`config.mk`:
```
export PLATFORM = sky130hd
export DESIGN_NAME = tart_core
export DESIGN_NICKNAME = d
export VERILOG_FILES = /design/src/rtl/tart_pkg.sv /design/src/rtl/tart_core.sv /design/src/rtl/bus_decode.sv /design/src/rtl/rst_control.sv /design/src/rtl/aq_unit.sv /design/src/rtl/sample_fifo.sv /design/src/rtl/ax_capture.sv
export SDC_FILE = /design/constraint.sdc
export NUM_CORES = 1
export LEC_CHECK = 0
export BUFFER_PORTS_ARGS = -buffer_cell sky130_fd_sc_hd__buf_2
export CORE_AREA = 2 2 121 135
export CTS_CLUSTER_DIAMETER = 120
export DETAILED_ROUTE_END_ITERATION = 7
export DIE_AREA = 0 0 123 137
export PLACE_DENSITY_LB_ADDON = 0.3
export RECOVER_POWER = 100
export SLEW_MARGIN = 20
export SYNTH_ARGS = -nofsm -noshare
export SYNTH_HDL_FRONTEND = slang
export SYNTH_SLANG_ARGS = --single-unit
```
`constraint.sdc`:
```
create_clock -name b_clk -period 5.78 [get_ports b_clk]
set_input_delay 0.289 -clock b_clk [delete_from_list [all_inputs] [get_ports b_clk]]
set_output_delay 0.289 -clock b_clk [all_outputs]
set_load 0.05 [all_outputs]
```
`src/rtl/tart_pkg.sv`:
```
`default_nettype none

package tart_pkg;

   // ----------------------------------------
   // Bus geometry
   // ----------------------------------------
   localparam int BUS_BITS = 8;         // One byte per transfer
   localparam int ADR_BITS = 7;         // SPI command byte keeps 7 address bits

   // Bus byte, also the widest antenna sample
   typedef logic [BUS_BITS-1:0] word_t;

   // Master request, held until ack
   typedef struct packed {
      logic                cyc;
      logic                stb;
      logic                we;
      logic [ADR_BITS-1:0] adr;
      word_t               dat;         // Write data
   } bus_req_t;

   // Slave response
   typedef struct packed {
      logic  ack;                       // Single cycle
      word_t dat;                       // Valid with ack
   } bus_rsp_t;

   // Acquisition settings, as stored in REG_AQ_CTRL[4:0]
   typedef struct packed {
      logic       enable;
      logic       debug;                // Counter instead of antennae
      logic [2:0] delay;                // Taps back from the strobe cycle
   } aq_ctrl_t;

   // ----------------------------------------
   // Address map
   // ----------------------------------------
   localparam logic [3:0] AQ_BASE  = 4'h0;   // adr[6:3], 0x00 to 0x07
   localparam logic [4:0] RST_BASE = 5'h03;  // adr[6:2], 0x0C to 0x0F

   // Acquisition unit offsets
   localparam logic [2:0] REG_AQ_CTRL   = 3'd0;
   localparam logic [2:0] REG_AQ_DATA   = 3'd1;
   localparam logic [2:0] REG_AQ_STATUS = 3'd2;
   localparam logic [2:0] REG_AQ_SUM    = 3'd3;

   // Reset controller offsets
   localparam logic [1:0] REG_RST        = 2'd0;
   localparam logic [1:0] REG_RST_STATUS = 2'd1;

endpackage

`default_nettype wire
```
`src/rtl/tart_core.sv`:
```
`default_nettype none
`timescale 1ns/1ns

module tart_core import tart_pkg::*; #(
   parameter int ANTENNAE   = 8,        // At most BUS_BITS
   parameter int FIFO_DEPTH = 16,
   parameter int RTIME      = 4         // Soft reset length
) (
   input  wire                b_clk,
   input  wire                arst_n_i,
   input  wire bus_req_t      bus_req_i,    // From the SPI slave on the board
   output bus_rsp_t           bus_rsp_o,
   input  wire [ANTENNAE-1:0] antenna_i,
   input  wire                ax_stb_i,
   output logic               led_o         // Acquisition running
);

   typedef logic [ANTENNAE-1:0] sample_t;

   // Bus fabric
   logic     aq_stb;
   logic     rst_stb;
   bus_rsp_t aq_rsp;
   bus_rsp_t rst_rsp;

   // ----------------------------------------
   // Data path and control
   // ----------------------------------------
   logic                               sys_rst;
   aq_ctrl_t                           aq_ctrl;
   logic                               push;
   sample_t                            sample;
   logic                               full;
   logic                               overflow;
   logic                               pop;
   sample_t                            head;
   logic                               empty;
   logic [$clog2(FIFO_DEPTH+1)-1:0]    level;
   word_t                              aq_status;

   assign led_o = aq_ctrl.enable;

   bus_decode u_bus_decode (
      .b_clk     (b_clk),
      .arst_n_i  (arst_n_i),
      .bus_req_i (bus_req_i),
      .aq_stb_o  (aq_stb),
      .rst_stb_o (rst_stb),
      .aq_rsp_i  (aq_rsp),
      .rst_rsp_i (rst_rsp),
      .bus_rsp_o (bus_rsp_o)
   );

   rst_control #(.RTIME(RTIME)) u_rst_control (
      .b_clk     (b_clk),
      .arst_n_i  (arst_n_i),
      .bus_req_i (bus_req_i),
      .stb_i     (rst_stb),
      .status_i  (aq_status),
      .rsp_o     (rst_rsp),
      .sys_rst_o (sys_rst)
   );

   // Producer
   ax_capture #(.ANTENNAE(ANTENNAE)) u_ax_capture (
      .b_clk      (b_clk),
      .arst_n_i   (arst_n_i),
      .sys_rst_i  (sys_rst),
      .ctrl_i     (aq_ctrl),
      .antenna_i  (antenna_i),
      .ax_stb_i   (ax_stb_i),
      .full_i     (full),
      .push_o     (push),
      .sample_o   (sample),
      .overflow_o (overflow)
   );

   // Buffer
   sample_fifo #(
      .payload_t  (sample_t),
      .FIFO_DEPTH (FIFO_DEPTH)
   ) u_sample_fifo (
      .b_clk     (b_clk),
      .arst_n_i  (arst_n_i),
      .sys_rst_i (sys_rst),
      .push_i    (push),
      .data_i    (sample),
      .pop_i     (pop),
      .data_o    (head),
      .empty_o   (empty),
      .full_o    (full),
      .level_o   (level)
   );

   // Consumer
   aq_unit #(
      .ANTENNAE   (ANTENNAE),
      .FIFO_DEPTH (FIFO_DEPTH)
   ) u_aq_unit (
      .b_clk      (b_clk),
      .arst_n_i   (arst_n_i),
      .sys_rst_i  (sys_rst),
      .bus_req_i  (bus_req_i),
      .stb_i      (aq_stb),
      .rsp_o      (aq_rsp),
      .ctrl_o     (aq_ctrl),
      .head_i     (head),
      .empty_i    (empty),
      .level_i    (level),
      .pop_o      (pop),
      .overflow_i (overflow),
      .status_o   (aq_status)
   );

endmodule

`default_nettype wire

```
`src/rtl/bus_decode.sv`:
```
`default_nettype none
`timescale 1ns/1ns

module bus_decode import tart_pkg::*; (
   input  wire           b_clk,
   input  wire           arst_n_i,
   input  wire bus_req_t bus_req_i,
   output logic          aq_stb_o,
   output logic          rst_stb_o,
   input  wire bus_rsp_t aq_rsp_i,
   input  wire bus_rsp_t rst_rsp_i,
   output bus_rsp_t      bus_rsp_o
);

   logic aq_sel;                        // Transfer in flight to acquisition unit
   logic rst_sel;                       // Transfer in flight to reset controller

   // ----------------------------------------
   // Strobe decode
   // ----------------------------------------
   assign aq_stb_o  = bus_req_i.stb && (bus_req_i.adr[ADR_BITS-1:3] == AQ_BASE);
   assign rst_stb_o = bus_req_i.stb && (bus_req_i.adr[ADR_BITS-1:2] == RST_BASE);

   // Select flags span strobe to ack, dropped early if cyc falls
   always_ff @(posedge b_clk or negedge arst_n_i) begin
      if (!arst_n_i) begin
         aq_sel  <= 1'b0;
         rst_sel <= 1'b0;
      end else if (!bus_req_i.cyc) begin
         aq_sel  <= 1'b0;
         rst_sel <= 1'b0;
      end else begin
         aq_sel  <= (aq_sel || aq_stb_o) && !aq_rsp_i.ack;
         rst_sel <= (rst_sel || rst_stb_o) && !rst_rsp_i.ack;
      end
   end

   // ----------------------------------------
   // Response mux
   // ----------------------------------------
   always_comb begin
      bus_rsp_o.ack = aq_rsp_i.ack || rst_rsp_i.ack;   // Only one slave acks at a time
      if (rst_stb_o || rst_sel) begin
         bus_rsp_o.dat = rst_rsp_i.dat;
      end else if (aq_stb_o || aq_sel) begin
         bus_rsp_o.dat = aq_rsp_i.dat;
      end else begin
         bus_rsp_o.dat = '0;                           // Idle bus reads zero
      end
   end

endmodule

`default_nettype wire

```
`src/rtl/rst_control.sv`:
```
`default_nettype none
`timescale 1ns/1ns

module rst_control import tart_pkg::*; #(
   parameter int RTIME = 4              // Cycles of sys_rst
) (
   input  wire           b_clk,
   input  wire           arst_n_i,
   input  wire bus_req_t bus_req_i,
   input  wire           stb_i,
   input  wire word_t    status_i,      // Acquisition status byte
   output bus_rsp_t      rsp_o,
   output logic          sys_rst_o      // Sync, active high
);

   localparam int CW = $clog2(RTIME+1);

   logic [CW-1:0] rst_cnt;              // Remaining reset cycles
   logic          ack_q;
   word_t         dat_q;
   logic [1:0]    reg_adr;
   logic          access;
   logic          soft_rst;
   word_t         rd_dat;

   // ----------------------------------------
   // Register access
   // ----------------------------------------
   assign reg_adr = bus_req_i.adr[1:0];
   assign access  = stb_i && !ack_q;

   // Taken in the ack cycle, so sys_rst starts the cycle after ack
   assign soft_rst = stb_i && ack_q && bus_req_i.we
                     && (reg_adr == REG_RST) && bus_req_i.dat[0];

   always_comb begin
      case (reg_adr)
         REG_RST:        rd_dat = {{(BUS_BITS-1){1'b0}}, sys_rst_o};
         REG_RST_STATUS: rd_dat = status_i;
         default:        rd_dat = '0;
      endcase
   end

   always_ff @(posedge b_clk) begin
      if (access) begin
         dat_q <= rd_dat;
      end
   end

   // ----------------------------------------
   // Reset stretcher
   // ----------------------------------------
   always_ff @(posedge b_clk or negedge arst_n_i) begin
      if (!arst_n_i) begin
         rst_cnt <= CW'(RTIME);                 // Held until RTIME edges after release
         ack_q   <= 1'b0;
      end else begin
         ack_q <= access;
         if (soft_rst) begin
            rst_cnt <= CW'(RTIME);
         end else if (rst_cnt != '0) begin
            rst_cnt <= rst_cnt - 1'b1;
         end
      end
   end

   assign sys_rst_o = (rst_cnt != '0);
   assign rsp_o.ack = ack_q;
   assign rsp_o.dat = dat_q;

endmodule

`default_nettype wire

```
`src/rtl/aq_unit.sv`:
```
`default_nettype none
`timescale 1ns/1ns

module aq_unit import tart_pkg::*; #(
   parameter int ANTENNAE   = 8,
   parameter int FIFO_DEPTH = 16
) (
   input  wire                             b_clk,
   input  wire                             arst_n_i,
   input  wire                             sys_rst_i,
   input  wire bus_req_t                   bus_req_i,
   input  wire                             stb_i,      // Decoded strobe
   output bus_rsp_t                        rsp_o,
   output aq_ctrl_t                        ctrl_o,
   input  wire [ANTENNAE-1:0]              head_i,     // FIFO head sample
   input  wire                             empty_i,
   input  wire [$clog2(FIFO_DEPTH+1)-1:0]  level_i,
   output logic                            pop_o,
   input  wire                             overflow_i, // Pulse from capture
   output word_t                           status_o    // Non-clearing view
);

   aq_ctrl_t   ctrl_q;
   logic       ack_q;
   word_t      dat_q;
   word_t      sum_q;                           // Checksum of read-back bytes
   logic       underrun_q;
   logic       overflow_q;
   logic [2:0] reg_adr;
   logic       access;
   logic       rd_data;
   logic       rd_status;
   word_t      data_byte;
   word_t      rd_dat;

   // ----------------------------------------
   // Decode
   // ----------------------------------------
   assign reg_adr   = bus_req_i.adr[2:0];
   assign access    = stb_i && !ack_q;          // First cycle of the transfer
   assign rd_data   = access && !bus_req_i.we && (reg_adr == REG_AQ_DATA);
   assign rd_status = access && !bus_req_i.we && (reg_adr == REG_AQ_STATUS);

   assign data_byte = empty_i ? '0 : BUS_BITS'(head_i);  // Zero-extended head
   assign status_o  = {underrun_q, overflow_q, empty_i, 5'(level_i)};

   always_comb begin
      rd_dat = '0;
      case (reg_adr)
         REG_AQ_CTRL:   rd_dat[$bits(aq_ctrl_t)-1:0] = ctrl_q;
         REG_AQ_DATA:   rd_dat = data_byte;
         REG_AQ_STATUS: rd_dat = status_o;
         REG_AQ_SUM:    rd_dat = sum_q;
         default:       rd_dat = '0;            // Spare offsets read as zero
      endcase
   end

   // Read data is latched with ack, held through the ack cycle
   always_ff @(posedge b_clk) begin
      if (access) begin
         dat_q <= rd_dat;
      end
   end

   // ----------------------------------------
   // Control state
   // ----------------------------------------
   always_ff @(posedge b_clk or negedge arst_n_i) begin
      if (!arst_n_i) begin
         ack_q      <= 1'b0;
         pop_o      <= 1'b0;
         ctrl_q     <= '0;
         sum_q      <= '0;
         underrun_q <= 1'b0;
         overflow_q <= 1'b0;
      end else if (sys_rst_i) begin
         ack_q      <= 1'b0;
         pop_o      <= 1'b0;
         ctrl_q     <= '0;
         sum_q      <= '0;
         underrun_q <= 1'b0;
         overflow_q <= 1'b0;
      end else begin
         ack_q <= access;                       // Exactly one cycle
         pop_o <= rd_data && !empty_i;          // Head pops at end of ack cycle
         if (access && bus_req_i.we && (reg_adr == REG_AQ_CTRL)) begin
            ctrl_q <= aq_ctrl_t'(bus_req_i.dat[$bits(aq_ctrl_t)-1:0]);
         end
         if (rd_data) begin
            sum_q <= sum_q + data_byte;         // Wraps mod 256
         end
         // Sticky flags, a new event beats the clear
         underrun_q <= (underrun_q && !rd_status) || (rd_data && empty_i);
         overflow_q <= (overflow_q && !rd_status) || overflow_i;
      end
   end

   assign ctrl_o    = ctrl_q;
   assign rsp_o.ack = ack_q;
   assign rsp_o.dat = dat_q;

endmodule

`default_nettype wire

```
`src/rtl/sample_fifo.sv`:
```
`default_nettype none
`timescale 1ns/1ns

module sample_fifo #(
   parameter type payload_t  = logic [7:0],
   parameter int  FIFO_DEPTH = 16
) (
   input  wire                                b_clk,
   input  wire                                arst_n_i,
   input  wire                                sys_rst_i,
   input  wire                                push_i,
   input  wire payload_t                      data_i,
   input  wire                                pop_i,
   output payload_t                           data_o,    // Head, show-ahead
   output logic                               empty_o,
   output logic                               full_o,
   output logic [$clog2(FIFO_DEPTH+1)-1:0]    level_o
);

   localparam int AW = $clog2(FIFO_DEPTH);      // Pointer width
   localparam int LW = $clog2(FIFO_DEPTH+1);    // Count width, holds FIFO_DEPTH

   payload_t      mem [FIFO_DEPTH];
   logic [AW-1:0] wr_ptr;
   logic [AW-1:0] rd_ptr;
   logic [LW-1:0] count;
   logic          do_push;
   logic          do_pop;

   // Wrap at FIFO_DEPTH, depth need not be a power of two
   function automatic logic [AW-1:0] next_ptr(input logic [AW-1:0] p);
      return (p == AW'(FIFO_DEPTH-1)) ? '0 : p + 1'b1;
   endfunction

   // ----------------------------------------
   // Flags
   // ----------------------------------------
   assign empty_o = (count == '0);
   assign full_o  = (count == LW'(FIFO_DEPTH));
   assign level_o = count;

   assign do_push = push_i && !full_o;          // Guard, producer checks too
   assign do_pop  = pop_i && !empty_o;          // Pop on empty is ignored

   // ----------------------------------------
   // Storage
   // ----------------------------------------
   always_ff @(posedge b_clk) begin
      if (do_push) begin
         mem[wr_ptr] <= data_i;
      end
   end

   assign data_o = mem[rd_ptr];                 // Valid when not empty

   // Pointers and count
   always_ff @(posedge b_clk or negedge arst_n_i) begin
      if (!arst_n_i) begin
         wr_ptr <= '0;
         rd_ptr <= '0;
         count  <= '0;
      end else if (sys_rst_i) begin
         wr_ptr <= '0;
         rd_ptr <= '0;
         count  <= '0;
      end else begin
         if (do_push) begin
            wr_ptr <= next_ptr(wr_ptr);
         end
         if (do_pop) begin
            rd_ptr <= next_ptr(rd_ptr);
         end
         case ({do_push, do_pop})
            2'b10:   count <= count + 1'b1;
            2'b01:   count <= count - 1'b1;
            default: count <= count;            // Both or neither
         endcase
      end
   end

endmodule

`default_nettype wire

```
`src/rtl/ax_capture.sv`:
```
`default_nettype none
`timescale 1ns/1ns

module ax_capture import tart_pkg::*; #(
   parameter int ANTENNAE = 8           // At most BUS_BITS
) (
   input  wire                 b_clk,
   input  wire                 arst_n_i,
   input  wire                 sys_rst_i,     // Sync, active high
   input  wire aq_ctrl_t       ctrl_i,
   input  wire [ANTENNAE-1:0]  antenna_i,
   input  wire                 ax_stb_i,      // One cycle per sample
   input  wire                 full_i,        // FIFO back-pressure
   output logic                push_o,
   output logic [ANTENNAE-1:0] sample_o,
   output logic                overflow_o     // Sample dropped
);

   logic [6:0][ANTENNAE-1:0] hist;              // hist[0] is last cycle's input
   logic [7:0][ANTENNAE-1:0] taps;              // taps[d] is input from d cycles back
   word_t                    dbg_cnt;
   logic                     strobe;

   // ----------------------------------------
   // Antenna delay line
   // ----------------------------------------
   always_ff @(posedge b_clk) begin
      hist <= {hist[5:0], antenna_i};           // Oldest entry falls off the top
   end

   // Tap 0 is the live input, so delay 0 needs no register
   assign taps = {hist, antenna_i};

   // ----------------------------------------
   // Sample select and push
   // ----------------------------------------
   assign strobe = ax_stb_i && ctrl_i.enable;

   always_comb begin
      if (ctrl_i.debug) begin
         sample_o = dbg_cnt[ANTENNAE-1:0];      // Known ramp for read-back tests
      end else begin
         sample_o = taps[ctrl_i.delay];
      end
   end

   assign push_o = strobe && !full_i;           // Written at the end of the strobe cycle

   // Debug counter and overflow pulse
   always_ff @(posedge b_clk or negedge arst_n_i) begin
      if (!arst_n_i) begin
         dbg_cnt    <= '0;
         overflow_o <= 1'b0;
      end else if (sys_rst_i) begin
         dbg_cnt    <= '0;
         overflow_o <= 1'b0;
      end else begin
         if (push_o) begin
            dbg_cnt <= dbg_cnt + 1'b1;          // Counts accepted pushes only
         end
         overflow_o <= strobe && full_i;        // Lost sample, one cycle wide
      end
   end

endmodule

`default_nettype wire

```
======== Word-level counts from Yosys, hierarchy flattened ========
Memory sizes are Yosys's and may differ from the RTL's.
Index checks and enable logic that the tools add are counted.
operators by class
  multiplexer cells ....................... 34
  add/subtract/negate cells ............... 7
  equality and inequality tests ........... 10
  reduce and logical (&&, ||, !) cells .... 47
  $lt $le $gt $ge ......................... 1
operators with widths
  kind                   number
  $mux W8                9
  $bmux W8 S3            1
  $logic_and A1 B1 Y1    24
  $mux W4                6
  $pmux W5 S4            1
  $pmux W8 S2            1
  $mux W5                3
  $reduce_bool A2 Y1     6
  $pmux W5 S2            1
  $mux W1                9
  $pmux W3 S3            1
  $add A4 B1 Y4 const B  2
  $add A8 B1 Y8 const B  1
  $add A8 B8 Y8          1
  $eq A4 B4 Y1 const B   2
  $eq A3 B2 Y1 const B   2
  $logic_not A1 Y1       6
  $mux W3                2
  $reduce_bool A3 Y1     2
  $add A5 B1 Y5 const B  1
  $eq A5 B2 Y1 const B   1
  $eq A5 B5 Y1 const B   1
  $logic_not A5 Y1       1
  $logic_or A1 B1 Y1     5
  other kinds (9)        10
word-level totals
  RAM bits ................................ 128
  register bits ........................... 117
  memories kept ........................... 1
  logic and storage cells ................. 126
memory list
  name               depth  width  rd ports  clocked after Yosys merged registers in  wr ports  RTL line           source
  u_sample_fifo.mem  16     8      1         0                                        1         sample_fifo.sv:23  payload_t mem [FIFO_DEPTH];

======== Logic depth before layout (Yosys ltp) ========
Gate-level depths: netlist (run 1).
  depth after elaboration ................. 9
  gate-level depth with buffers ........... 14
  mapped depth without buffers ............ 12

======== Modules after synthesis ========
From an unflattened synthesis (run 1), not the netlist that was laid out.
second synthesis, totals
  cell total of the unflattened synthesis .. 779
  area, all modules ....................... 10695.3 µm²
modules (own cells, without submodules)
  module       times used  cells an instance  area each (µm²)
  sample_fifo  1           365                5982.0
  ax_capture   1           175                2220.9
  aq_unit      1           164                1656.6
  rst_control  1           38                 536.8
  bus_decode   1           37                 299.0

======== Worst setup path before layout (run 1) ========
OpenSTA, ideal clock, no wires.
  kind .................................... register to register
  start point ............................. register u_sample_fifo.rd_ptr[0]
  end point ............................... register u_aq_unit.sum_q[6]
  stages on the path, launching flop included .. 15
  setup time .............................. 0.069 ns
  data required time ...................... 5.711 ns
  buffers on the path ..................... 2
  slack ................................... 2.014 ns
  clock period less this slack ............ 3.766 ns
  arrival ................................. 3.697 ns
  cells stage by stage .................... dfrtp_1 > clkbuf_1 > clkbuf_1 > mux4_2 > mux4_2 > and2_1 > ha_1 > inv_1 > fa_1 > nor2b_1 > o21ai_0 > a21boi_0 > o21a_1 > or3_1 > nand3_1
on the way
  cells in the longest elaborated chain, start to end .. 5
RTL lines
  what                    RTL line           source
  start, declared         sample_fifo.sv:25  logic [AW-1:0] rd_ptr;
  start signal, assigned  sample_fifo.sv:71  rd_ptr <= next_ptr(rd_ptr);
  $mem_v2 Z16 W8          --
  $mux W8                 aq_unit.sv:44      assign data_byte = empty_i ? '0 : BUS_BITS'(head_i);
  $add A8 B8 Y8           aq_unit.sv:90      sum_q <= sum_q + data_byte;
  $mux W8                 aq_unit.sv:89      if (rd_data) begin
  $mux W8                 aq_unit.sv:76      end else if (sys_rst_i) begin
  end signal, assigned    aq_unit.sv:90
  end, declared           aq_unit.sv:26      word_t sum_q;
Every way passes these cells. The select of a mux whose other input is x is not followed.
A chain may end at the register's enable or synchronous reset.

======== Worst setup path after layout (run 1) ========
  start point ............................. register u_sample_fifo.rd_ptr[0]
  end point ............................... register u_aq_unit.sum_q[7]
The elaborated chain is that of the path after synthesis.

==> out/qor.csv, run 1 <==
metric;value;unit
status;finished, violations left;
violated checks;max-capacitance violations, max-slew violations;
startpoint types;flop;
total gr overflow;0;
Tot GR Track Use;25.49;%
Slew @ Worst Pin;2.516;ns
Buffers on Ports;35;
syn_nets;720;
ys flop type;edfxtp_1;
Pleak;3.899;nW
nets;771;
vias in the first global route;5819;
post-DP HPWL;13.28;mm
final hold violation count;0;
Final Cycle Share;80.92;%
first-pass GRT wire length;31.88;mm
post-route minimum period;4.677;ns
HP Class;primary input to flop;
Slowest Stage Delay on Critical Path;1.57;ns
CTS Hold Bufs;9;
WL per Instance;22.02;um
total CTS buffers;24;
Synth async-reset ratio;18.37;%
max-slew violations;121;
Post-synth EDFFs;144;
Worst slew margin;-67.72;%
crit path buf inv count;0;
Yosys cell types;55;
Starting Density;64.63;%
DRC Markers;0;
# Max-Cap Violations;3;
RSZ-0062 raised after global routing;false;
Setup Fix Bufs, Post-CTS;0;
worst path arrival time;5.10;ns
Die Wd;123;um
pin count of the biggest net entering global routing;46;
drt initial violations;621;
Critical Path RT;6.21;ns
CP Cell Sequence;mux4_2 -> mux4_2 -> and2_1 -> ha_1 -> a211oi_1 -> o21ai_0 -> a31oi_1 -> nand2_1 -> mux2i_1 -> mux2i_1;
fmax;213.8;MHz
Mean Syn Cell Area;14.95;um2
CP Max Fanout;32;
Seq/Total Area, Yosys;65.63;%
synth warn;0;
Synth Instances;670;
Worst VDD drop;0.2527;mV
slowest CP cell;dfrtp_1;
Clk Latency, worst-skew pair;0.52;ns
Setup crit end kind;flop;
# diodes;0;
Area Overhead vs Synth;11.54;%
Core ar.;15490;um2
synthesized flop and latch total;245;
H-tree depth;1;
PD cells;316.4;nW/um2
Largest delay share family, worst path;multiplexers;
die area;16850;um2
# fillers;959;
share of cells above drive strength 1;15.97;%
CTS tree;done;
post-CTS resize count;0;
Worst Skew;0.02261;ns
via count;5806;
routability cong.;0.8774;
overall die height;137;um
Synth Cell Area;10010;um2
Root Buffer;clkbuf_16;
post-route setup TNS;0;ns
Min Hold Slack;0.01371;ns
number of setup violations in the final report;0;
Rows;48;
antenna violations before repair;0;
Post-DRT Antenna Nets;0;
R2R setup slack;1.10;ns
clock sinks;245;
Pre-antenna DRT Iters;5;
Max Root-Sink Buffers;3;
drt total wl;20.68;mm
IO Count;39;
crit path kind;flop to flop;
clock transition at the registers of the reported paths;0.06;ns
vias per inst;6.183;
-- cell type report --
class / count / area, um2 / share of cell area (%)
flip-flops and latches: 245 / 6573 / 58.84
well taps: 200 / 250.2 / 2.240
multi-input cells: 375 / 3238 / 28.99
clock inverters: 12 / 73.82 / 0.6608
clock buffers: 32 / 670.6 / 6.004
inverters: 15 / 56.30 / 0.5040
repair buffers: 60 / 309.0 / 2.767
-- worst min-delay path, delay by kind of cell --
| family | cells | cell delay (ns) |
|---|---|---|
| muxes | 1 | 0.05 |
| buffers and inverters | 1 | 0.07 |
| and+or+nand+nor | 1 | 0.08 |
-- sequential cells by signal (all words and copies together) (netlist names), 3 cells and up --
signal,count
u_rst_control.dat_q,8
u_sample_fifo.mem,128
u_sample_fifo.wr_ptr,4
u_sample_fifo.rd_ptr,4
u_aq_unit.sum_q,8
u_sample_fifo.level_o,5
u_ax_capture.dbg_cnt,8
u_aq_unit.ctrl_o,5
u_ax_capture.hist,56
u_rst_control.rst_cnt,3
u_aq_unit.dat_q,8
-- placed cells by master (no fill, tap or decap), types with 3 or more instances in the layout --
cell type and instances:
dlygate4sd3_1 9, clkbuf_1 37, clkbuf_16 24, a21oi_1 23
nor2_1 65, dfrtp_1 44, clkinv_2 5, nand3_1 7
inv_1 15, o21ai_0 23, or3_1 3, dfxtp_1 56
edfxtp_1 144, mux2i_1 23, nor2b_1 9, a211oi_1 5
a22o_1 8, xor2_1 9, buf_2 16, and3_1 4
mux2_2 4, nand2b_1 9, clkbuf_8 4, a31oi_1 4
a21o_1 4, clkinv_1 3, nand2_1 38, nor3_1 15
mux4_2 53, ha_1 19, and2_1 8, and2_0 6
xnor2_1 5
-- through the flow --
stage	setup slack, ns	utilization [%]	std cells	area (um2)	power [mW]
after floorplan	2.014	-	670	10010	2.047
after global placement	1.885	67.23	886	10420	2.099
after detailed placement	1.750	67.23	886	10420	2.112
after CTS	1.686	72.62	939	11250	3.559
after global routing	0.7103	72.09	939	11170	3.637
final	1.103	72.09	939	11170	3.535
-- layer usage --
| metal | part of all wire (%) | vias up | track usage (%) |
|---|---|---|---|
| li1 | - | 2607 | - |
| met2 | 52 | 231 | 43.89 |
| met3 | 5.7 | 46 | 3.333 |
| met5 | 0 | - | 0 |
| met1 | 39 | 2922 | 33.31 |
| met4 | 3.2 | 0 | 9.659 |
-- final timing paths --
check / start / to / cells past startpoint
max: u_sample_fifo.rd_ptr[0] / u_aq_unit.sum_q[7] / 10
min: bus_req_i[1] / u_aq_unit.ctrl_o[1] / 3
max reg2reg: u_sample_fifo.rd_ptr[0] / u_aq_unit.sum_q[7] / 10
min reg2reg: u_ax_capture.hist[17] / u_ax_capture.hist[25] / 0
max in group asynchronous: arst_n_i / u_aq_unit.ctrl_o[1] / 2
min in group asynchronous: arst_n_i / u_aq_unit.sum_q[1] / 2
-- kinds of logic (layout without fill, tap and decap cells) --
family	count (synthesis)	count (layout)	synth area share [%]
xor+xnor	14	14	1.224
mux	80	80	14.67
simple gates	181	181	8.808
flops	245	245	65.63
fa+ha+maj	21	21	2.774
buf+inv	50	119	1.999
compound gates	79	79	4.898
-- report_power, final --
| part | switching, mW | internal [mW] | leakage [nW] | total [mW] |
|---|---|---|---|---|
| clock | 0.639 | 0.819 | 0.373 | 1.46 |
| combinational | 0.122 | 0.0528 | 1.14 | 0.175 |
| sequential | 0.0155 | 1.89 | 2.39 | 1.90 |
-- cells in the mapped netlist (3+ instances only) --
cell	instances	area (um2)
and2_1	14	87.58
inv_1	15	56.30
mux2i_1	23	230.2
a21o_1	4	30.03
mux2_2	4	45.04
a31oi_1	4	25.02
or3_1	3	18.77
xnor2_1	5	43.79
nor3_1	15	75.07
a211oi_1	5	37.54
o21ai_0	23	115.1
nor2_1	65	244.0
buf_2	3	15.01
dfxtp_1	56	1121
dfrtp_1	44	1101
nand3_1	7	35.03
and3_1	4	25.02
nand2_1	38	142.6
a21oi_1	23	115.1
mux4_2	53	1194
edfxtp_1	144	4324
ha_1	19	237.7
nor2b_1	9	56.30
clkbuf_1	29	108.9
nand2b_1	9	56.30
a22o_1	8	70.07
xor2_1	9	78.83
(Power assumes the default switching activity.)
==> inputs of run 2 (changes only) <==
ABC_AREA = 1   (was unset)
CORE_AREA = 2 2 134 149   (was 2 2 121 135)
DIE_AREA = 0 0 136 151   (was 0 0 123 137)
clock period = 4.12 ns   (was 5.78 ns; I/O delays follow)
==> run 2 against run 1 <==
The flow still finishes with violations (max-capacitance violations, max-slew violations); critical path depth fell by 5; sequential cell count did not move; maximum frequency rose by 38%; non-clock buffer count rose by 7; combinational power rose by 56%; critical path type unchanged; largest power group unchanged; highest routed layer unchanged.
==> out/qor.csv, run 2 <==
metric;value;unit;change
pin count of the biggest net entering global routing;51;;was 46
routability cong.;0.8578;;was 0.8774
Seq/Total Area, Yosys;62.96;%;was 65.63%
RR Startpoint;u_aq_unit.ctrl_o[0];;was u_sample_fifo.rd_ptr[0]
Post-synth top cells;edfxtp_1, nand2_1, nor2_1, o21ai_0, inv_1;;was edfxtp_1, nor2_1, dfxtp_1
Root Buffer;clkbuf_16;;unchanged
clock transition at the registers of the reported paths;0.06;ns;about the same
syn_nets;1025;;was 720
Hold Path Origin;bus_req_i[11];;was bus_req_i[1]
worst path arrival time;3.57;ns;was 5.10 ns
Top reg by flops;u_sample_fifo.mem;;unchanged
final core utilization;61.76;%;was 72.09%
FF-to-FF path depth;5;;was 10
RSZ-0062 raised after global routing;false;;unchanged
max-slew violations;97;;was 121
Post-synth EDFFs;144;;unchanged
violated checks;max-capacitance violations, max-slew violations;;unchanged
status;finished, violations left;;unchanged
H-tree depth;1;;unchanged
overall die height;151;um;was 137 um
Starting Density;55.04;%;was 64.63%
Min Hold Slack;0.1217;ns;was 0.01371 ns
first-pass GRT wire length;34.37;mm;was 31.88 mm
Post-DRT Antenna Nets;0;;unchanged
Buffers on Ports;35;;unchanged
dpl cells;1232;;was 886
final hold violation count;0;;unchanged
Cell Count, Final, Fillers Out;1292;;was 939
Slew @ Worst Pin;2.541;ns;was 2.516 ns
synth warn;0;;unchanged
Pleak;4.498;nW;was 3.899 nW
CTS tree;done;;unchanged
ys flop type;edfxtp_1;;unchanged
post-DP HPWL;14.07;mm;was 13.28 mm
CP Max Fanout;50;;was 32
count leader, synth;edfxtp_1;;unchanged
R2R setup slack;0.72;ns;was 1.10 ns
Worst slew margin;-69.41;%;was -67.72%
Pre-antenna DRT Iters;5;;unchanged
post-route setup TNS;0;ns;unchanged
PD cells;444.9;nW/um2;was 316.4 nW/um2
most frequent cells in the layout;edfxtp_1, nand2_1, nor2_1;;was edfxtp_1, nor2_1, dfxtp_1
vias in the first global route;6658;;was 5819
post-route minimum period;3.395;ns;was 4.677 ns
Rows;53;;was 48
R2R Path End;u_sample_fifo.mem[9][3];;was u_aq_unit.sum_q[7]
Tot GR Track Use;21.50;%;was 25.49%
startpoint types;flop;;unchanged
total CTS buffers;24;;unchanged
synthesized flop and latch total;245;;unchanged
Yosys cell types;50;;was 55
HP Class;primary input to flop;;unchanged
largest cells by area after synthesis;edfxtp_1, dfxtp_1, dfrtp_1;;was edfxtp_1, mux4_2, dfxtp_1
max reg flops;128;;unchanged
Area Overhead vs Synth;12.21;%;was 11.54%
Clk Latency, worst-skew pair;0.52;ns;about the same
Setup crit end kind;flop;;unchanged
Max Root-Sink Buffers;3;;unchanged
Die Wd;136;um;was 123 um
# fillers;1517;;was 959
hold path endpoint;u_aq_unit.ack_q;;was u_aq_unit.ctrl_o[1]
Synth Instances;975;;was 670
Final Cycle Share;82.41;%;was 80.92%
vias per inst;5.543;;was 6.183
top flop regs;u_sample_fifo.mem: 128 flops, u_ax_capture.hist: 56 flops;;unchanged
WL per Instance;16.88;um;was 22.02 um
top cell type's share of synthesized area;41.42;%;was 43.18%
number of setup violations in the final report;0;;unchanged
share of cells above drive strength 1;8.134;%;was 15.97%
die area;20540;um2;was 16850 um2
IO Count;39;;unchanged
drt total wl;21.80;mm;was 20.68 mm
fmax;294.5;MHz;was 213.8 MHz
nets;1077;;was 771
Critical Path RT;4.29;ns;was 6.21 ns
drt initial violations;603;;was 621
Worst VDD drop;0.3483;mV;was 0.2527 mV
overall power;5.211;mW;was 3.535 mW
antenna violations before repair;0;;unchanged
Mean Syn Cell Area;10.71;um2;was 14.95 um2
area leader, netlist;edfxtp_1;;unchanged
via count;7161;;was 5806
commonest non-fill, non-tap cell in the layout;edfxtp_1;;unchanged
WHS Path Cells;4;;was 3
crit path kind;flop to flop;;unchanged
Worst Skew;0.02567;ns;was 0.02261 ns
Synth Cell Area;10440;um2;was 10010 um2
DRC Markers;0;;unchanged
clock sinks;245;;unchanged
Core ar.;18970;um2;was 15490 um2
# diodes;0;;unchanged
# Max-Cap Violations;2;;was 3
total gr overflow;0;;unchanged
Synth async-reset ratio;18.37;%;unchanged
run 2: cell types whose count changed after synthesis, moves of 14 or more:
cell / change
nor2_1: +38
clkbuf_1: -16
o21ai_1: +14
a21oi_1: +17
nand2_1: +75
mux4_2: -53
o21ai_0: +80
o22ai_1: +20
o211ai_1: +21
nand3_1: +49
inv_1: +79
and2_1: -14
run 2: worst max-delay path, cell delays in order (launching register included):
cell,delay (ns)
dfrtp_1,1.57
o21ai_0,0.29
o211ai_1,0.21
nand3_1,0.14
o21ai_0,0.10
clkbuf_1,0.70
run 2: logic make-up (layout without fill, tap and decap cells):
logic type / count (synthesis) / in the layout / share of synthesized area, %
mux: 16 / 16 / 1.534
fa+ha+maj: 21 / 21 / 2.661
compound gates: 227 / 227 / 12.51
buf+inv: 146 / 216 / 6.329
simple gates: 309 / 309 / 13.08
flops: 245 / 245 / 62.96
xor+xnor: 11 / 11 / 0.9229
run 2: repair_timing:
item,in CTS,in global routing
endpoints found under the hold margin,60,0
gates resized for setup,0,0
buffers inserted,0,0
setup endpoints to repair,0,0
hold buffers,16,0
run 2: power breakdown:
group          switching, mW  total (mW)  internal, mW  leakage (nW)
sequential            0.0205        2.67          2.65          2.39
clock                  0.887        2.27          1.38         0.415
combinational          0.194       0.273        0.0787          1.69
total                   1.10        5.21          4.11          4.50
run 2: area by class of cell:
type / instances / area (um2) / area share [%]
clock buffer: 36 / 749.5 / 6.398
clock inverter: 8 / 92.59 / 0.7904
inverter: 105 / 394.1 / 3.365
multi-input combinational: 584 / 3166 / 27.02
sequential: 245 / 6574 / 56.12
tap: 247 / 309.0 / 2.638
timing repair buffer: 67 / 429.2 / 3.664
run 2: worst max path at each step:
stage	depth (start not counted)	end	from
2_1_floorplan	17	u_aq_unit.sum_q[6]	u_sample_fifo.rd_ptr[1]
3_3_place_gp	17	u_aq_unit.sum_q[6]	u_sample_fifo.rd_ptr[1]
3_5_place_dp	17	u_aq_unit.sum_q[6]	u_sample_fifo.rd_ptr[1]
4_1_cts	17	u_aq_unit.sum_q[6]	u_sample_fifo.rd_ptr[1]
5_1_grt	15	u_aq_unit.sum_q[7]	u_sample_fifo.rd_ptr[1]
6_report	5	u_sample_fifo.mem[9][3]	u_aq_unit.ctrl_o[0]
run 2: metrics by stage:
step	cell area, um2	worst slack, ns
detailed placement	10790	0.8990
finish	11710	0.7246
global placement	10790	0.9260
global route	11710	0.3888
floorplan	10440	1.408
CTS	11790	0.9021
run 2: layer usage:
metal / vias up / part of all wire, % / GRT usage [%]
met5: - / 0 / 0
met4: 0 / 2.6 / 7.292
met3: 40 / 5.4 / 2.443
met2: 190 / 50 / 37.09
met1: 3433 / 42 / 28.40
li1: 3498 / - / -
==> inputs of run 3 (changes only) <==
clock period = 3.1 ns   (was 4.12 ns; I/O delays follow)
==> run 3 against run 2 <==
The flow now finishes without violations; routed wire length grew 3.9%; sequential cell count is the same; first-iteration DRC count grew 5.1%; power grew 28%; maximum frequency grew 15%; core utilization grew 0.21 points; hold slack lost 0.034 ns; cell count grew 1.3%; clock power grew 20%; critical path type unchanged.
==> out/qor.csv, run 3 (synthesized netlist as in run 2, its figures left out) <==
metric;value;unit;change
status;complete, no violations;;was finished, violations left
final hold violation count;0;;unchanged
# diodes;0;;unchanged
Worst slew margin;34.40;%;was -69.41%
startpoint types;flop;;unchanged
HP Class;primary input to flop;;unchanged
Top reg by flops;u_sample_fifo.mem;;unchanged
clock transition at the registers of the reported paths;0.06;ns;about the same
max reg flops;128;;unchanged
# Max-Cap Violations;0;;was 2
final worst slack;0.1372;ns;was 0.7246 ns
clock network power share;40.9;%;was 43.6%
Core ar.;18970;um2;unchanged
max-slew violations;0;;was 97
combinational share of power;5.8;%;was 5.2%
PD cells;566.1;nW/um2;was 444.9 nW/um2
vias per inst;5.603;;was 5.543
pre-CTS setup slack;0.009347;ns;was 0.8990 ns
CP Max Fanout;9;;was 50
RSZ-0062 raised after global routing;false;;unchanged
Pleak;4.520;nW;was 4.498 nW
Starting Density;55.04;%;unchanged
drt total wl;22.65;mm;was 21.80 mm
Clk Latency, worst-skew pair;0.51;ns;was 0.52 ns
slowest CP cell;dfrtp_2;;was dfrtp_1
vias in the first global route;7201;;was 6658
CTS tree;done;;unchanged
crit path kind;flop to flop;;unchanged
post-DP HPWL;14.75;mm;was 14.07 mm
Rows;53;;unchanged
via count;7334;;was 7161
post-route minimum period;2.963;ns;was 3.395 ns
Pre-antenna DRT Iters;5;;unchanged
Sw Ratio;22.23;%;was 21.13%
post-route setup TNS;0;ns;unchanged
Max Root-Sink Buffers;3;;unchanged
Int Pwr;5.175;mW;was 4.110 mW
antenna violations before repair;0;;unchanged
Worst VDD drop;0.4568;mV;was 0.3483 mV
worst path arrival time;3.37;ns;was 3.57 ns
share of cells above drive strength 1;9.416;%;was 8.134%
Post-DRT Antenna Nets;0;;unchanged
drt initial violations;634;;was 603
clock sinks;245;;unchanged
most used cell, CP;nand2_1;;was o21ai_0
number of setup violations in the final report;0;;unchanged
Tot GR Track Use;22.45;%;was 21.50%
DRC Markers;0;;unchanged
top flop regs;u_sample_fifo.mem: 128 flops, u_ax_capture.hist: 56 flops;;unchanged
die area;20540;um2;unchanged
Final Cycle Share;95.57;%;was 82.41%
Critical Path RT;3.51;ns;was 4.29 ns
pin count of the biggest net entering global routing;51;;unchanged
nets;1095;;was 1077
commonest non-fill, non-tap cell in the layout;edfxtp_1;;unchanged
total CTS buffers;24;;unchanged
Slowest Stage Delay on Critical Path;0.49;ns;was 1.57 ns
IO Count;39;;unchanged
Area Overhead vs Synth;12.60;%;was 12.21%
routability cong.;0.8872;;was 0.8578
Die Wd;136;um;unchanged
Buffers on Ports;35;;unchanged
WL per Instance;17.30;um;was 16.88 um
Worst Skew;0.009867;ns;was 0.02567 ns
H-tree depth;1;;unchanged
Psw;1.479;mW;was 1.101 mW
Slew @ Worst Pin;0.9840;ns;was 2.541 ns
sequential power share;53.3;%;was 51.2%
Setup crit end kind;flop;;unchanged
Root Buffer;clkbuf_16;;unchanged
overall die height;151;um;unchanged
first-pass GRT wire length;36.34;mm;was 34.37 mm
fmax;337.5;MHz;was 294.5 MHz
most frequent cells in the layout;edfxtp_1, nand2_1, nor2_1;;unchanged
total gr overflow;0;;unchanged
CP Cell Sequence;buf_4 -> nor2_1 -> o21ai_1 -> o21ai_1 -> a22o_1 -> clkinv_1 -> a21oi_1 -> ha_1 -> inv_1 -> fa_1 -> o21ai_1 -> nand2_1 -> nand2_1 -> a21oi_1 -> xor2_1 -> nand2_1 -> nand2_1;;was o21ai_0 -> o211ai_1 -> nand3_1 -> o21ai_0 -> clkbuf_1
==> run 3: changes by cell type in the layout (fill, tap and decap cells not counted), moves of 3 or more <==
| cell | previous run | this run |
|---|---|---|
| clkbuf_8 | 4 | 1 |
| o21ai_1 | 18 | 15 |
| buf_4 | 9 | 22 |
| clkbuf_1 | 24 | 30 |
| clkinv_2 | 2 | 5 |
| o21ai_0 | 99 | 102 |
==> run 3: stage by stage <==
stage / hold WS [ns] / total power [mW] / utilization (%) / cells / cell area, um2
global placement: 0.2689 / 3.976 / 57.47 / 1248 / 10900
CTS: 0.07123 / 6.702 / 62.25 / 1308 / 11810
detailed placement: 0.2700 / 3.994 / 57.47 / 1248 / 10900
floorplan: -0.1406 / 3.849 / - / 975 / 10440
global route: 0.09794 / 6.858 / 61.97 / 1309 / 11750
finish: 0.08810 / 6.654 / 61.97 / 1309 / 11750
==> run 3: worst paths after layout <==
kind	slack [ns]	startpoint	to	depth (start not counted)
max	0.14	u_sample_fifo.rd_ptr[1]	u_aq_unit.sum_q[6]	17
min	0.09	bus_req_i[15]	u_aq_unit.underrun_q	3
max reg2reg	0.14	u_sample_fifo.rd_ptr[1]	u_aq_unit.sum_q[6]	17
min reg2reg	0.34	u_ax_capture.hist[25]	u_ax_capture.hist[33]	0
max in group asynchronous	2.44	arst_n_i	u_sample_fifo.rd_ptr[0]	2
min in group asynchronous	0.19	arst_n_i	u_bus_decode.aq_sel	2
==> run 3: what timing repair did <==
item                       CTS  global route
setup endpoints to repair    1             3
setup buffers                0             1
resized for setup            1             7
hold buffers                17             0
pin swaps                    0             1
hold endpoints to repair    61             0
==> run 3: per-layer routing <==
metal  up-vias  GRT usage (%)  share of wire, %
met5         -              0                 0
met2       246          38.77                49
met1      3497          29.17                41
met4         0          8.073               3.1
li1       3536              -                 -
met3        55          2.945               6.0
==> run 3: final cells by class <==
| class | instances | area [um2] |
|---|---|---|
| Clock buffer | 34 | 690.7 |
| Clock inverter | 9 | 43.79 |
| Tap cell | 247 | 309.0 |
| Multi-Input combinational cell | 584 | 3187 |
| Fill cell | 1539 | 7212 |
| Inverter | 105 | 401.6 |
| Sequential cell | 245 | 6579 |
| Timing Repair Buffer | 85 | 543.0 |
==> run 3: power groups by stage <==
stage | Combinational (mW) | Sequential [mW] | Clock (mW)
after global routing | 0.424 | 3.55 | 2.88
final | 0.387 | 3.55 | 2.72
after global placement | 0.367 | 3.61 | 0
after CTS | 0.403 | 3.54 | 2.76
after detailed placement | 0.382 | 3.61 | 0
after floorplan | 0.243 | 3.61 | 0
==> run 3: worst max-delay path: cells and delay by family (launching register included) <==
kind / cells / cell delay [ns]
and+or+nand+nor: 5 / 0.33
AOI/OAI and AO/OA: 6 / 0.87
xor gates and xnor gates: 1 / 0.14
adders and majority gates: 2 / 0.66
buffers and inverters: 3 / 0.36
DFF: 1 / 0.49
